===== src/include/dcache_consts.svh =====
/*
 * data cache controller constants
 *   set-index width of the flush and eviction sweep
 *   reset and clear value of the set index
 *   reset value of the controller state register
 */

`ifndef DCACHE_CONSTS_SVH
`define DCACHE_CONSTS_SVH

// 256 sets
`define DCACHE_IDX_BITS     8

// index after reset, after a kill and at the end of a sweep
`define DCACHE_IDX_RESET    {`DCACHE_IDX_BITS{1'b0}}

// controller wakes up idle
`define DCACHE_STATE_RESET  dcache_state_pkg::DCACHE_IDLE

`endif


===== src/design/dcache_state_pkg.sv =====
/*
 * controller-internal encodings
 *   dcache_state_e  seven-state controller FSM, 3-bit
 *   idx_op_e        opcode from the FSM to the set-index counter
 */

package dcache_state_pkg;

    // main controller states
    typedef enum logic [2:0] {
        DCACHE_IDLE        = 3'd0,
        DCACHE_PROCESS_REQ = 3'd1,
        DCACHE_ALLOCATE    = 3'd2,
        DCACHE_WRITE_BACK  = 3'd3,
        DCACHE_FLUSH       = 3'd4,
        DCACHE_FLUSH_NEXT  = 3'd5,
        DCACHE_FLUSH_DONE  = 3'd6
    } dcache_state_e;

    // set-index counter commands
    typedef enum logic [1:0] {
        IDX_HOLD  = 2'd0,
        IDX_INC   = 2'd1,
        IDX_CLEAR = 2'd2
    } idx_op_e;

endpackage


===== src/design/dcache_port_pkg.sv =====
/*
 * port bundles of the data cache controller
 *   dcache_op_e     load/store opcode from the LSU
 *   lsu_req_t       LSU request flag and opcode
 *   array_status_t  lookup result from the tag/data arrays
 *   array_cmd_t     one-cycle strobes toward the arrays
 *   mem_cmd_t       request, write and kill toward memory
 */

package dcache_port_pkg;

    // access type
    typedef enum logic {
        DCACHE_OP_LOAD  = 1'b0,
        DCACHE_OP_STORE = 1'b1
    } dcache_op_e;

    // LSU side, held until ack
    typedef struct packed {
        logic       req;
        dcache_op_e op;
    } lsu_req_t;

    // array lookup status, valid in the cycle it is read
    typedef struct packed {
        // tag match at the current lookup
        logic hit;
        // selected line is dirty
        logic evict_req;
    } array_status_t;

    // array strobes, all act in the same cycle
    typedef struct packed {
        // store data into the hit line
        logic cache_wr;
        // fill the line from memory
        logic line_wr;
        // clear the dirty bit
        logic line_clean;
        // array drives write-back data
        logic wrb_req;
    } array_cmd_t;

    // memory side
    typedef struct packed {
        // held until mem ack
        logic req;
        // write-back when set, line fill otherwise
        logic wr;
        // combinational abort strobe
        logic kill;
    } mem_cmd_t;

endpackage


===== src/design/set_index_counter.sv =====
/*
 * set_index_counter
 *   set index of the flush sweep and the eviction
 *   clear, saturating increment and hold
 *   last-index flag for the FSM
 */

`timescale 1ns/1ps
`include "dcache_consts.svh"

module set_index_counter (
    input  logic                          clk,
    input  logic                          rst_n,
    input  dcache_state_pkg::idx_op_e     idx_op_i,
    output logic [`DCACHE_IDX_BITS-1:0]   index_o,
    output logic                          last_o
);

    logic [`DCACHE_IDX_BITS-1:0] index_ff;
    logic                        at_last;

    // all ones means the final set of the sweep
    assign at_last = &index_ff;

    always_ff @(posedge clk) begin
        if (!rst_n) begin
            index_ff <= `DCACHE_IDX_RESET;
        end else begin
            case (idx_op_i)
                dcache_state_pkg::IDX_CLEAR: begin
                    index_ff <= `DCACHE_IDX_RESET;
                end
                dcache_state_pkg::IDX_INC: begin
                    // stick at the last set, no wrap
                    if (!at_last) begin
                        index_ff <= index_ff + 1'b1;
                    end
                end
                default: begin
                    index_ff <= index_ff;
                end
            endcase
        end
    end

    assign index_o = index_ff;
    assign last_o  = at_last;

endmodule


===== src/design/dcache_ctrl_fsm.sv =====
/*
 * dcache_ctrl_fsm
 *   sampling registers for LSU request, opcode and dmem select
 *   hit qualification
 *   seven-state controller for hit, miss, write-back, allocate and flush
 *   kill override toward memory
 */

`timescale 1ns/1ps
`include "dcache_consts.svh"

module dcache_ctrl_fsm (
    input  logic                            clk,
    input  logic                            rst_n,

    // LSU side
    input  dcache_port_pkg::lsu_req_t       lsu_req_i,
    input  logic                            dmem_sel_i,
    input  logic                            kill_i,
    input  logic                            flush_i,
    output logic                            lsu_ack_o,

    // tag/data arrays
    input  dcache_port_pkg::array_status_t  array_status_i,
    output dcache_port_pkg::array_cmd_t     array_cmd_o,

    // memory side
    input  logic                            mem_ack_i,
    output dcache_port_pkg::mem_cmd_t       mem_cmd_o,

    // set-index counter
    input  logic                            idx_last_i,
    output dcache_state_pkg::idx_op_e       idx_op_o
);

    ////////////////////////////////////////////////////////////////////////////
    // request sampling
    ////////////////////////////////////////////////////////////////////////////

    logic                         req_ff;
    logic                         dmem_sel_ff;
    dcache_port_pkg::dcache_op_e  op_ff;
    logic                         lsu_hit;
    logic                         is_store;
    logic                         abort;

    always_ff @(posedge clk) begin
        if (!rst_n) begin
            req_ff      <= 1'b0;
            dmem_sel_ff <= 1'b0;
            op_ff       <= dcache_port_pkg::DCACHE_OP_LOAD;
        end else begin
            req_ff      <= lsu_req_i.req;
            dmem_sel_ff <= dmem_sel_i;
            op_ff       <= lsu_req_i.op;
        end
    end

    // hit only counts for a request that was really aimed at dmem
    assign lsu_hit  = req_ff & dmem_sel_ff & array_status_i.hit;
    assign is_store = (op_ff == dcache_port_pkg::DCACHE_OP_STORE);

    // kill or deselect drops whatever is in flight
    assign abort    = kill_i | ~dmem_sel_i;

    ////////////////////////////////////////////////////////////////////////////
    // state register
    ////////////////////////////////////////////////////////////////////////////

    dcache_state_pkg::dcache_state_e  state_ff;
    dcache_state_pkg::dcache_state_e  state_next;

    always_ff @(posedge clk) begin
        if (!rst_n) begin
            state_ff <= `DCACHE_STATE_RESET;
        end else begin
            state_ff <= state_next;
        end
    end

    ////////////////////////////////////////////////////////////////////////////
    // next state and strobes
    ////////////////////////////////////////////////////////////////////////////

    logic                         ack;
    dcache_port_pkg::array_cmd_t  arr_cmd;
    dcache_port_pkg::mem_cmd_t    mem_cmd;
    dcache_state_pkg::idx_op_e    idx_op;

    always_comb begin
        state_next = state_ff;
        idx_op     = dcache_state_pkg::IDX_HOLD;
        ack        = 1'b0;
        arr_cmd    = '0;
        mem_cmd    = '0;

        case (state_ff)
            dcache_state_pkg::DCACHE_IDLE: begin
                // flush wins over a plain request
                if (flush_i) begin
                    state_next = dcache_state_pkg::DCACHE_FLUSH;
                end else if (lsu_req_i.req) begin
                    state_next = dcache_state_pkg::DCACHE_PROCESS_REQ;
                end else begin
                    // nothing pending, park index at set 0
                    idx_op = dcache_state_pkg::IDX_CLEAR;
                end
            end

            dcache_state_pkg::DCACHE_PROCESS_REQ: begin
                if (lsu_hit) begin
                    // one-cycle ack, store data lands with it
                    ack              = 1'b1;
                    arr_cmd.cache_wr = is_store;
                    state_next       = dcache_state_pkg::DCACHE_IDLE;
                end else if (array_status_i.evict_req) begin
                    // dirty victim goes out first
                    mem_cmd.req     = 1'b1;
                    mem_cmd.wr      = 1'b1;
                    arr_cmd.wrb_req = 1'b1;
                    state_next      = dcache_state_pkg::DCACHE_WRITE_BACK;
                end else begin
                    // clean miss, fetch straight away
                    mem_cmd.req = 1'b1;
                    state_next  = dcache_state_pkg::DCACHE_ALLOCATE;
                end
            end

            dcache_state_pkg::DCACHE_ALLOCATE: begin
                if (mem_ack_i) begin
                    // fill line, then redo the lookup
                    arr_cmd.line_wr = 1'b1;
                    state_next      = dcache_state_pkg::DCACHE_PROCESS_REQ;
                end else begin
                    mem_cmd.req = 1'b1;
                end
            end

            dcache_state_pkg::DCACHE_WRITE_BACK: begin
                if (mem_ack_i) begin
                    if (flush_i) begin
                        // line is now clean, move on to the next set
                        arr_cmd.line_clean = 1'b1;
                        idx_op             = dcache_state_pkg::IDX_INC;
                        state_next         = dcache_state_pkg::DCACHE_FLUSH_NEXT;
                    end else begin
                        // miss path, start the fill right away
                        mem_cmd.req = 1'b1;
                        state_next  = dcache_state_pkg::DCACHE_ALLOCATE;
                    end
                end else begin
                    // hold the write-back until memory takes it
                    mem_cmd.req     = 1'b1;
                    mem_cmd.wr      = 1'b1;
                    arr_cmd.wrb_req = 1'b1;
                end
            end

            dcache_state_pkg::DCACHE_FLUSH: begin
                if (array_status_i.evict_req) begin
                    mem_cmd.req     = 1'b1;
                    mem_cmd.wr      = 1'b1;
                    arr_cmd.wrb_req = 1'b1;
                    state_next      = dcache_state_pkg::DCACHE_WRITE_BACK;
                end else if (idx_last_i) begin
                    // sweep finished
                    idx_op     = dcache_state_pkg::IDX_CLEAR;
                    state_next = dcache_state_pkg::DCACHE_FLUSH_DONE;
                end else begin
                    idx_op     = dcache_state_pkg::IDX_INC;
                    state_next = dcache_state_pkg::DCACHE_FLUSH_NEXT;
                end
            end

            // one idle cycle so the array sees the new index
            dcache_state_pkg::DCACHE_FLUSH_NEXT: begin
                state_next = dcache_state_pkg::DCACHE_FLUSH;
            end

            dcache_state_pkg::DCACHE_FLUSH_DONE: begin
                ack        = 1'b1;
                state_next = dcache_state_pkg::DCACHE_IDLE;
            end

            default: begin
                state_next = dcache_state_pkg::DCACHE_IDLE;
            end
        endcase

        // kill override, applied after everything else
        if (abort) begin
            state_next       = dcache_state_pkg::DCACHE_IDLE;
            idx_op           = dcache_state_pkg::IDX_CLEAR;
            arr_cmd.cache_wr = 1'b0;
            mem_cmd.req      = 1'b0;
            mem_cmd.kill     = 1'b1;
        end
    end

    ////////////////////////////////////////////////////////////////////////////
    // outputs
    ////////////////////////////////////////////////////////////////////////////

    assign lsu_ack_o   = ack;
    assign array_cmd_o = arr_cmd;
    assign mem_cmd_o   = mem_cmd;
    assign idx_op_o    = idx_op;

endmodule


===== src/design/wb_dcache_ctrl.sv =====
/*
 * wb_dcache_ctrl
 *   write-back, write-allocate data cache controller top
 *   controller FSM plus flush/eviction set-index counter
 */

`timescale 1ns/1ps
`include "dcache_consts.svh"

module wb_dcache_ctrl (
    input  logic                            clk,
    input  logic                            rst_n,

    // LSU side
    input  dcache_port_pkg::lsu_req_t       lsu_req_i,
    input  logic                            dmem_sel_i,
    input  logic                            kill_i,
    input  logic                            flush_i,
    output logic                            lsu_ack_o,

    // tag/data arrays
    input  dcache_port_pkg::array_status_t  array_status_i,
    output dcache_port_pkg::array_cmd_t     array_cmd_o,
    output logic [`DCACHE_IDX_BITS-1:0]     evict_index_o,

    // memory side
    input  logic                            mem_ack_i,
    output dcache_port_pkg::mem_cmd_t       mem_cmd_o
);

    // FSM to counter
    dcache_state_pkg::idx_op_e  idx_op;
    logic                       idx_last;

    // controller
    dcache_ctrl_fsm u_fsm (
        .clk            (clk),
        .rst_n          (rst_n),
        .lsu_req_i      (lsu_req_i),
        .dmem_sel_i     (dmem_sel_i),
        .kill_i         (kill_i),
        .flush_i        (flush_i),
        .lsu_ack_o      (lsu_ack_o),
        .array_status_i (array_status_i),
        .array_cmd_o    (array_cmd_o),
        .mem_ack_i      (mem_ack_i),
        .mem_cmd_o      (mem_cmd_o),
        .idx_last_i     (idx_last),
        .idx_op_o       (idx_op)
    );

    // set index, also addresses the arrays during eviction
    set_index_counter u_idx (
        .clk      (clk),
        .rst_n    (rst_n),
        .idx_op_i (idx_op),
        .index_o  (evict_index_o),
        .last_o   (idx_last)
    );

endmodule


===== config.mk =====
export PLATFORM = sky130hd
export DESIGN_NAME = wb_dcache_ctrl
export DESIGN_NICKNAME = d
export VERILOG_FILES = /design/src/design/dcache_state_pkg.sv /design/src/design/dcache_port_pkg.sv /design/src/design/set_index_counter.sv /design/src/design/dcache_ctrl_fsm.sv /design/src/design/wb_dcache_ctrl.sv
export VERILOG_INCLUDE_DIRS = /design/src /design/src/include
export SDC_FILE = /design/constraint.sdc
export NUM_CORES = 1
export LEC_CHECK = 0
export BUFFER_PORTS_ARGS = -buffer_cell sky130_fd_sc_hd__buf_2
export CAP_MARGIN = 20
export CELL_PAD_IN_SITES_DETAIL_PLACEMENT = 1
export CELL_PAD_IN_SITES_GLOBAL_PLACEMENT = 1
export CORE_MARGIN = 2
export CORE_UTILIZATION = 39
export DETAILED_ROUTE_END_ITERATION = 7
export PLACE_DENSITY = 0.93
export RECOVER_POWER = 50
export SLEW_MARGIN = 0
export SYNTH_ARGS = -nofsm -noshare
export SYNTH_HDL_FRONTEND = slang
export SYNTH_HIERARCHICAL = 1
export SYNTH_SLANG_ARGS = --single-unit

===== constraint.sdc =====
create_clock -name clk -period 6.35 [get_ports clk]
set_clock_uncertainty 0.15 [all_clocks]
set_input_delay 1.27 -clock clk [delete_from_list [all_inputs] [get_ports clk]]
set_output_delay 1.27 -clock clk [all_outputs]
set_load 0.01 [all_outputs]

# Yosys cells after proc, flatten, opt, wreduce, memory -nomap -nowiden
# Cells that the tools add are included.
[classes]
add_sub_neg = 1
n_eq_ne = 12
mux = 42
bitwise_logic = 5
reduce_logical = 6
[op_table]
columns = ["operator", "n"]
rows = [
  ["3-bit two-way mux", 7],
  ["1-bit two-way mux", 18],
  ["2-bit two-way mux", 9],
  ["3-bit one-hot mux with 6 select lines", 1],
  ["8-bit one-hot mux with 2 select lines", 1],
  ["3-bit equality test (second input constant)", 3],
  ["8-bit by 1-bit adder with 8-bit output (second input constant)", 1],
  ["8-bit two-way mux", 1],
  ["8-bit AND reduction", 1],
  ["3-bit by 2-bit equality test with 1-bit output (second input constant)", 2],
  ["2-bit inequality test (second input constant)", 3],
  ["1-bit one-hot mux with 3 select lines", 2],
  ["2-bit one-hot mux with 3 select lines", 1],
  ["1-bit one-hot mux with 4 select lines", 1],
  ["3-bit by 1-bit equality test with 1-bit output (second input constant)", 1],
  ["3-bit zero test", 1],
  ["3-bit inequality test (second input constant)", 1],
  ["3-bit AND reduction", 1],
  ["1-bit bitwise AND", 2],
  ["2-bit by 1-bit equality test with 1-bit output (second input constant)", 1],
  ["2-bit equality test (second input constant)", 1],
  ["1-bit NOT", 2],
  ["1-bit one-hot mux with 2 select lines", 1],
  ["2-bit AND reduction", 1],
  ["other kinds (3)", 3],
]
[word_totals]
reg_bits = 14
wordCells = 71

# Longest topological paths before layout
# Gate-level depths: netlist (run 1).
[depth]
depth_word = 8
ltp_mapped = 10

# Hierarchy
# Netlist (run 1), hierarchy kept.
[by_module_without_submodules]
columns = ["module", "instances", "cells_each", "area_per_inst_um2"]
rows = [
  ["dcache_ctrl_fsm", 1, 63, 467.9],
  ["set_index_counter", 1, 55, 452.9],
]

# Worst setup path after synthesis (run 1)
# Ideal clock, no wire load.
[synth_timing]
path_type = "input-to-output"
start = "input port mem_ack_i"
end = "output port mem_cmd_o[1] (netlist bit)"
arrival_ns = 1.926
required_time_ns = 4.930
setup_slack_ns = 3.004
path_stages = 2
path_cell_list = "o32ai_1 -> buf_4"
[synth_lines]
columns = ["element", "line", "text"]
rows = [
  ["from (decl)", "wb_dcache_ctrl.sv:27", "input logic mem_ack_i,"],
  ["to (decl)", "wb_dcache_ctrl.sv:28", "output dcache_port_pkg::mem_cmd_t mem_cmd_o"],
]

==> results of run 1 <==
==> metrics by stage <==
| step | util, % | worst slack, ps | power (mW) | hold slack (ps) | instance area (µm²) |
|---|---|---|---|---|---|
| floorplan | - | 3000 | 0.103 | 383 | 921 |
| global placement | 47.3 | 2890 | 0.109 | 354 | 1050 |
| detailed placement | 47.3 | 2880 | 0.110 | 371 | 1050 |
| CTS | 48.3 | 2880 | 0.160 | 384 | 1070 |
| global route | 47.5 | 2750 | 0.166 | 420 | 1050 |
| finish | 47.5 | 2850 | 0.157 | 382 | 1050 |
==> power by group <==
part | switching [mW] | internal [mW]
Sequential | 0.00138 | 0.0891
Clock | 0.0271 | 0.0219
Combinational | 0.0105 | 0.00714
==> flip-flops by register name, indices dropped and copies added (netlist names) <==
signal	flops
u_fsm/req_ff	1
u_fsm/is_store	1
u_fsm/state_ff	3
u_idx/index_o	8
u_fsm/dmem_sel_ff	1
==> per-layer routing <==
metal  wire (µm)  track usage [%]
met5           0                0
met2        1290             37.3
met1        1180             26.4
met4          23             8.97
met3          66             2.57
==> synthesized netlist by cell type (2+ instances only) <==
cell	count
nand3_1	9
a31oi_1	3
o21ai_0	3
nand4_1	4
o2111ai_1	2
dfxtp_1	14
and2_1	3
buf_4	2
a32oi_1	2
mux2i_1	2
nand2b_1	5
a21oi_1	6
nand2_1	8
inv_1	6
nor2_1	11
o2bb2ai_1	2
and3_1	6
nor2b_1	5
nor3_1	2
==> cell type report <==
type,count,area [µm²],area share (%)
inverters,6,22.5,2.14
repair buffers,25,113,10.7
well taps,28,35.0,3.33
multi-input cells,93,578,55.0
clock buffers,3,22.5,2.14
flip-flops and latches,14,280,26.7
==> worst reg2reg max path, stage by stage, from the launching register on <==
cell,delay (ps)
dfxtp_1,440
ha_1,270
nand4_2,190
nor2_1,220
nand2b_1,100
nand3b_1,170
nand3_1,150
and2b_2,280
o21a_2,170
or3_1,360
nand3_1,80
==> kinds of logic (layout without fill, tap and decap cells) <==
family,count (synthesis),in the layout,synth area share [%]
flip-flops,14,14,30.4
AO/OA/AOI/OAI,26,26,19.6
AND/OR/NAND/NOR,64,64,40.2
buffers and inverters,11,34,6.25
multiplexers,2,2,2.17
adder cells (fa/ha/maj),1,1,1.36
==> how the worst max path moves through the flow <==
stage	startpoint	to	slack (ps)	cells after the start
after detailed placement	dmem_sel_i	mem_cmd_o[2]	2880	5
after floorplan	mem_ack_i	mem_cmd_o[1]	3000	2
after global placement	dmem_sel_i	mem_cmd_o[2]	2890	5
final	flush_i	array_cmd_o[1]	2850	4
after global routing	flush_i	array_cmd_o[1]	2750	4
after CTS	dmem_sel_i	mem_cmd_o[2]	2880	5
==> flow_summary.ini, run 1 <==
[clock_tree]
clk_pin_slew_worst_paths_ps = 80
cts_buffers = 3
cts_tree = done
clock_tree.root_cell = clkbuf_4
clk_latency_ps = 270
cts_sinks = 14
hold_buffers = 0
h-tree-depth = 1
cts_buffer_depth = 2
cts_setup_buffers = 0
cts_resized = 0

[critical_path]
rr_worst_depth = 10
critical_path.endpoint_type = primary output
start_kind = input pin
crit_type = in2out
r2r_slack_ps = 3710
critPathTopFamily = simple AND/OR/NAND/NOR gates
timing.rr.start = u_idx/index_o[0]
critPathRequiredTime_ps = 4930
crit_path_cell_trace = clkbuf_1 > nor2b_1 > and4_1 > buf_2
slowest_stage = and4_1
cp_max_fo = 5
critPathBufInv = 2
reg2reg_to = u_idx/index_o[5]
cp.arrival_ps = 2080
crit_path_max_incr_delay_ps = 270

[logic_synthesis]
syn-mean-instance-area_um2 = 7.80
yosys.area.top_type = dfxtp_1
seq_area_frac_synth_pct = 30.4
yosysWarningCount = 6
syn_inst = 118
synth.area.top_cells = dfxtp_1, nand3_1, nor2_1, and3_1, nand2b_1
yosysUniqueCellTypes = 42
async_reset_ff_share_pct = 0
synth_edf_count = 0
synth_area_um2 = 921
synth-main-ff-cell = dfxtp_1
synth_top_area_share_pct = 30.4
synth_nets = 129
synth_seq_cells = 14

[timing]
hold_violations = 0
grt_setup_unrepaired = false
setup_viol = 0
timing.final.crit_share_pct = 55.2
drv_slew = 0
relSlewSlack_pct = 59.1
fin_tns_setup_ps = 0
worst_slew_pin_slew_ps = 613
fmax_ghz = 0.285
fin_crit_ps = 3500

[placement]
place_congestion = 0.763
post-place-cells = 166
dp_hpwl_um = 2010
portBuffers = 25

[routing]
drt-total-wl_um = 2560
drt_iter0_drc = 12
vias_per_cell = 5.75
drc_errors = 0
num_vias = 972
final_antenna_net_count = 0
first_pass_iters = 4
wire_per_inst_um = 15.1

[worst_hold_path]
hold_path_class = reg2reg
min_to = u_idx/index_o[5]
hold_depth = 2
min_from = u_idx/index_o[5]

[pwr]
power_leakage_nw = 0.433
powerDensity_nw_per_um2 = 150
vdd_drop_max_mv = 0.114

[die]
io_pins = 26
initial_core_util_pct = 41.6
die-area_um2 = 2770
die_h_um = 52.6
die_w_um = 52.6
core_area_um2 = 2210
num_rows = 17

[grt]
grt_pass1_wl_um = 4370
antenna_found_initial = 0
grt_remaining_overflow = 0
grt_max_degree = 16
grt_pass1_vias = 936
grt.total_usage_pct = 21.4

[cells_and_area]
syn_to_final_growth_pct = 14.1
final_cell_mix = buf_2, dfxtp_1, nor2_1
fin_nets = 154
final_common_cell = buf_2
fillers = 305
num_antenna_cells = 0
post_route_cells_drive_above_1_share_pct = 17.0
finalNonFillerCells = 169

[flow_run]
cap_violations = 0

[outcome]
outcome = finished, final reports clean
No activity file was read; power rests on OpenSTA's default activity.
==> inputs of run 2 (changes only) <==
--- a/config.mk
+++ b/config.mk
@@ -11,9 +11,9 @@
 export CELL_PAD_IN_SITES_DETAIL_PLACEMENT = 1
 export CELL_PAD_IN_SITES_GLOBAL_PLACEMENT = 1
 export CORE_MARGIN = 2
-export CORE_UTILIZATION = 39
+export CORE_UTILIZATION = 36
 export DETAILED_ROUTE_END_ITERATION = 7
-export PLACE_DENSITY = 0.93
+export PLACE_DENSITY = 0.87
 export RECOVER_POWER = 50
 export SLEW_MARGIN = 0
 export SYNTH_ARGS = -nofsm -noshare
==> constraint.sdc (replaced) <==
create_clock -name clk -period 3.45 [get_ports clk]
set_clock_uncertainty 0.15 [all_clocks]
set_input_delay 0.69 -clock clk [delete_from_list [all_inputs] [get_ports clk]]
set_output_delay 0.69 -clock clk [all_outputs]
set_load 0.01 [all_outputs]
==> flow_summary.ini, run 2 (synthesized netlist as in run 1, its figures left out) <==
[outcome]
outcome = finished, final reports clean

[pwr]
powerDensity_nw_per_um2 = 303
p_switching_mw = 0.0795
pwr-share-clk_pct = 37.9
finalPower_mw = 0.321
vdd_drop_max_mv = 0.172
sw_frac_of_total_pct = 24.7
power_leakage_nw = 0.429
comb_power_share_pct = 10.3
seqPwrFrac_pct = 51.8
intPower_mw = 0.242

[die]
die_w_um = 54.6
die_h_um = 54.6
core_area_um2 = 2450
num_rows = 18
initial_core_util_pct = 37.5
io_pins = 26
die-area_um2 = 2980

[critical_path]
crit_type = reg2reg
cp_max_fo = 7
critical_path.endpoint_type = register
rr_worst_depth = 10
r2r_slack_ps = 640
reg2reg_to = u_idx/index_o[5]
cp.arrival_ps = 2890
crit_path_cell_trace = ha_1 > nand4_1 > nor2_1 > nand2b_1 > nand3b_1 > nand3_1 > and2b_2 > o21a_2 > or3_1 > nand3_1
critical_path.most_common_cell = nand3_1
slowest_stage = dfxtp_1
critPathRequiredTime_ps = 3540
timing.rr.start = u_idx/index_o[0]
start_kind = register
crit_path_max_incr_delay_ps = 450

[clock_tree]
hold_buffers = 0
cts_sinks = 14
h-tree-depth = 1
clk_pin_slew_worst_paths_ps = 90
cts_resized = 0
cts_setup_buffers = 0
cts_buffers = 3
clock_tree.root_cell = clkbuf_4
clk_latency_ps = 290
cts_buffer_depth = 2
cts_tree = done

[timing]
grt_setup_unrepaired = false
relSlewSlack_pct = 60.6
setup_viol = 0
worst_slew_pin_slew_ps = 591
fin_tns_setup_ps = 0
fmax_ghz = 0.356
fin_crit_ps = 2810
drv_slew = 0
timing.final.crit_share_pct = 81.4
hold_violations = 0

[routing]
vias_per_cell = 5.76
num_vias = 991
drc_errors = 0
wire_per_inst_um = 16.2
drt_iter0_drc = 14
drt-total-wl_um = 2790
final_antenna_net_count = 0
first_pass_iters = 4

[placement]
dp_hpwl_um = 2110
place_congestion = 0.817
portBuffers = 25

[cells_and_area]
multi_input_area_um2 = 572
final_cell_mix = buf_2, dfxtp_1, nor2_1
fin_nets = 154
regArea_um2 = 280
largest_register_ffs = 8
fillers = 333
num_antenna_cells = 0
post_route_cells_drive_above_1_share_pct = 16.9
final_common_cell = buf_2
syn_to_final_growth_pct = 15.2
fin_util_pct = 43.2

[grt]
grt.total_usage_pct = 21.0
grt_max_degree = 16
grt_pass1_vias = 934
antenna_found_initial = 0
grt_pass1_wl_um = 4420
grt_remaining_overflow = 0

[worst_hold_path]
min_from = u_idx/index_o[5]
hold_depth = 2
hold_path_class = reg2reg
min_to = u_idx/index_o[5]

[flow_run]
cap_violations = 0
run 2: area by class of cell:
class,count,share of cell area [%]
flip-flops and latches,14,26.4
well taps,30,3.54
repair buffers,25,10.6
inverters,6,2.12
clock buffers,4,3.42
multi-input cells,93,53.9
run 2: per-stage QoR:
stage	cell area [µm²]	hold slack, ps	cells	worst slack (ps)
3_3_place_gp	1050	361	168	823
2_1_floorplan	921	383	118	1090
6_report	1060	405	172	643
4_1_cts	1080	401	172	718
3_5_place_dp	1050	379	168	783
5_1_grt	1060	418	172	462
run 2: worst max-delay path: cells and delay by family (launching register included):
family	cells	cell delay (ps)
AO/OA/AOI/OAI	1	170
adder cells (fa/ha/maj)	1	250
flip-flops	1	450
AND/OR/NAND/NOR	8	1720
run 2: how the worst max path moves through the flow:
stage          cells past startpoint          endpoint              from  slack (ps)
3_3_place_gp                       9  u_idx/index_o[3]           flush_i         820
4_1_cts                           10  u_idx/index_o[5]  u_idx/index_o[0]         720
6_report                          10  u_idx/index_o[5]  u_idx/index_o[0]         640
3_5_place_dp                       9  u_idx/index_o[3]           flush_i         780
2_1_floorplan                     10  u_idx/index_o[5]  u_idx/index_o[0]        1090
5_1_grt                           10  u_idx/index_o[5]  u_idx/index_o[0]         460
run 2: power groups by stage:
| stage | Sequential (mW) | Combinational [mW] | Clock [mW] |
|---|---|---|---|
| after global placement | 0.170 | 0.0312 | 0 |
| after floorplan | 0.169 | 0.0215 | 0 |
| after CTS | 0.167 | 0.0334 | 0.128 |
| final | 0.167 | 0.0330 | 0.122 |
| after detailed placement | 0.170 | 0.0329 | 0 |
| after global routing | 0.167 | 0.0370 | 0.131 |
run 2: metal layers:
metal  vias to the layer above  part of all wire (%)  global-route usage, %
met2                        23                    48                   37.1
met4                         0                   2.8                   10.8
li1                        480                     -                      -
met3                         7                   3.2                   2.73
met5                         -                     0                      0
met1                       481                    46                   24.4
==> inputs of run 3 (changes only) <==
--- a/config.mk
+++ b/config.mk
@@ -11,9 +11,9 @@
 export CELL_PAD_IN_SITES_DETAIL_PLACEMENT = 1
 export CELL_PAD_IN_SITES_GLOBAL_PLACEMENT = 1
 export CORE_MARGIN = 2
-export CORE_UTILIZATION = 36
+export CORE_UTILIZATION = 32
 export DETAILED_ROUTE_END_ITERATION = 7
-export PLACE_DENSITY = 0.87
+export PLACE_DENSITY = 0.83
 export RECOVER_POWER = 50
 export SLEW_MARGIN = 0
 export SYNTH_ARGS = -nofsm -noshare
==> constraint.sdc (replaced) <==
create_clock -name clk -period 2.3 [get_ports clk]
set_clock_uncertainty 0.15 [all_clocks]
set_input_delay 0.46 -clock clk [delete_from_list [all_inputs] [get_ports clk]]
set_output_delay 0.46 -clock clk [all_outputs]
set_load 0.01 [all_outputs]
==> flow_summary.ini, run 3 (synthesized netlist as in run 1, its figures left out) <==
[die]
die_w_um = 57.6
die_h_um = 57.6
num_rows = 19
initial_core_util_pct = 33.7
io_pins = 26
die-area_um2 = 3320
core_area_um2 = 2730

[pwr]
pwr-share-clk_pct = 36.9
comb_power_share_pct = 11.5
seqPwrFrac_pct = 51.6
p_switching_mw = 0.118
powerDensity_nw_per_um2 = 386
sw_frac_of_total_pct = 24.3
intPower_mw = 0.367
vdd_drop_max_mv = 0.260
power_leakage_nw = 0.569

[grt]
grt_max_degree = 16
grt_pass1_vias = 1056
antenna_found_initial = 0
grt_pass1_wl_um = 4860
grt_remaining_overflow = 0
grt.total_usage_pct = 19.0

[clock_tree]
clk_latency_ps = 280
cts_sinks = 14
h-tree-depth = 1
cts_buffers = 3
clock_tree.root_cell = clkbuf_4
cts_tree = done
cts_buffer_depth = 2
hold_buffers = 0
clk_pin_slew_worst_paths_ps = 90

[critical_path]
crit_path_cell_trace = ha_4 > nand4_4 > nor2_2 > nand2b_1 > nand3b_1 > nand3_2 > and2b_2 > o21a_2 > buf_4 > o2111ai_1 > nand3_1
critPathRequiredTime_ps = 2310
cp.arrival_ps = 2220
critical_path.endpoint_type = register
crit_type = reg2reg
slowest_stage = dfxtp_2
crit_path_max_incr_delay_ps = 360
cp_max_fo = 6
start_kind = register

[timing]
fin_tns_setup_ps = 0
setup_viol = 0
relSlewSlack_pct = 74.5
whs_ps = 238
worst_slew_pin_slew_ps = 382
fmax_ghz = 0.453
fin_crit_ps = 2210
hold_violations = 0
timing.final.crit_share_pct = 96.0
drv_slew = 0

[cells_and_area]
final_cell_mix = buf_2, buf_4, nor2_1, dfxtp_1
fillers = 352
post_route_cells_drive_above_1_share_pct = 39.5
largest_register_ffs = 8
num_antenna_cells = 0
final_common_cell = buf_2
multi_input_area_um2 = 632
fin_nets = 169
final_area_um2 = 1250
regArea_um2 = 287
syn_to_final_growth_pct = 36.1

[placement]
portBuffers = 25
dpl_cell_area_um2 = 1160
place_congestion = 0.853
dp_hpwl_um = 2310

[routing]
drt_iter0_drc = 28
num_vias = 1041
drc_errors = 0
wire_per_inst_um = 16.2
final_antenna_net_count = 0
vias_per_cell = 5.54
first_pass_iters = 4
drt-total-wl_um = 3040

[worst_hold_path]
hold_path_class = in2reg

[flow_run]
cap_violations = 0

[outcome]
outcome = finished, final reports clean
## run 3: per-stage QoR
stage | utilization (%) | power [mW] | worst slack, ps | cells
after floorplan | - | 0.286 | 22.1 | 118
after global routing | 45.9 | 0.512 | -55.8 | 188
final | 45.9 | 0.484 | 92.4 | 188
after global placement | 42.4 | 0.305 | 50.4 | 183
after CTS | 44.6 | 0.491 | 0.675 | 187
after detailed placement | 42.4 | 0.309 | -104 | 183
## run 3: path summary, 6_finish.rpt
kind | from | endpoint | slack, ps | cells after the start
setup / recovery | u_idx/index_o[1] | u_idx/index_o[7] | 90 | 11
hold / removal | lsu_req_i[0] | u_fsm/is_store | 240 | 2
setup reg to reg | u_idx/index_o[1] | u_idx/index_o[7] | 90 | 11
hold reg to reg | u_idx/index_o[5] | u_idx/index_o[5] | 390 | 2
## run 3: cell type report
type	instances	area share, %
inverter	6	1.80
multi-input combinational	93	50.4
clock buffer	4	2.89
sequential	14	22.9
tap	31	3.09
timing repair buffer	40	19.0
## run 3: power by group through the flow
stage	registers (mW)	clock network, mW	logic [mW]
after floorplan	0.253	0	0.0323
after global placement	0.255	0	0.0504
after detailed placement	0.255	0	0.0539
after CTS	0.249	0.187	0.0545
after global routing	0.250	0.201	0.0612
final	0.250	0.179	0.0557
## run 3: critical path: cells and delay by family, from the launching register on
| family | cells | cell delay (ps) |
|---|---|---|
| DFF | 1 | 360 |
| AOI/OAI and AO/OA | 2 | 250 |
| and+or+nand+nor | 7 | 1010 |
| adders and majority gates | 1 | 170 |
| buffers and inverters | 1 | 160 |
## run 3: per-layer routing
layer / wire, µm / global-route usage (%)
met4: 16 / 8.31
met3: 85 / 3.13
met5: 0 / 0
met1: 1250 / 21.7
met2: 1680 / 34.6
## run 3: repair_timing
action / CTS / global route
buffers inserted: 0 / 1
setup endpoints to repair: 4 / 7
pin swaps: 1 / 4
gates cloned: 0 / 0
gates resized for setup: 3 / 8
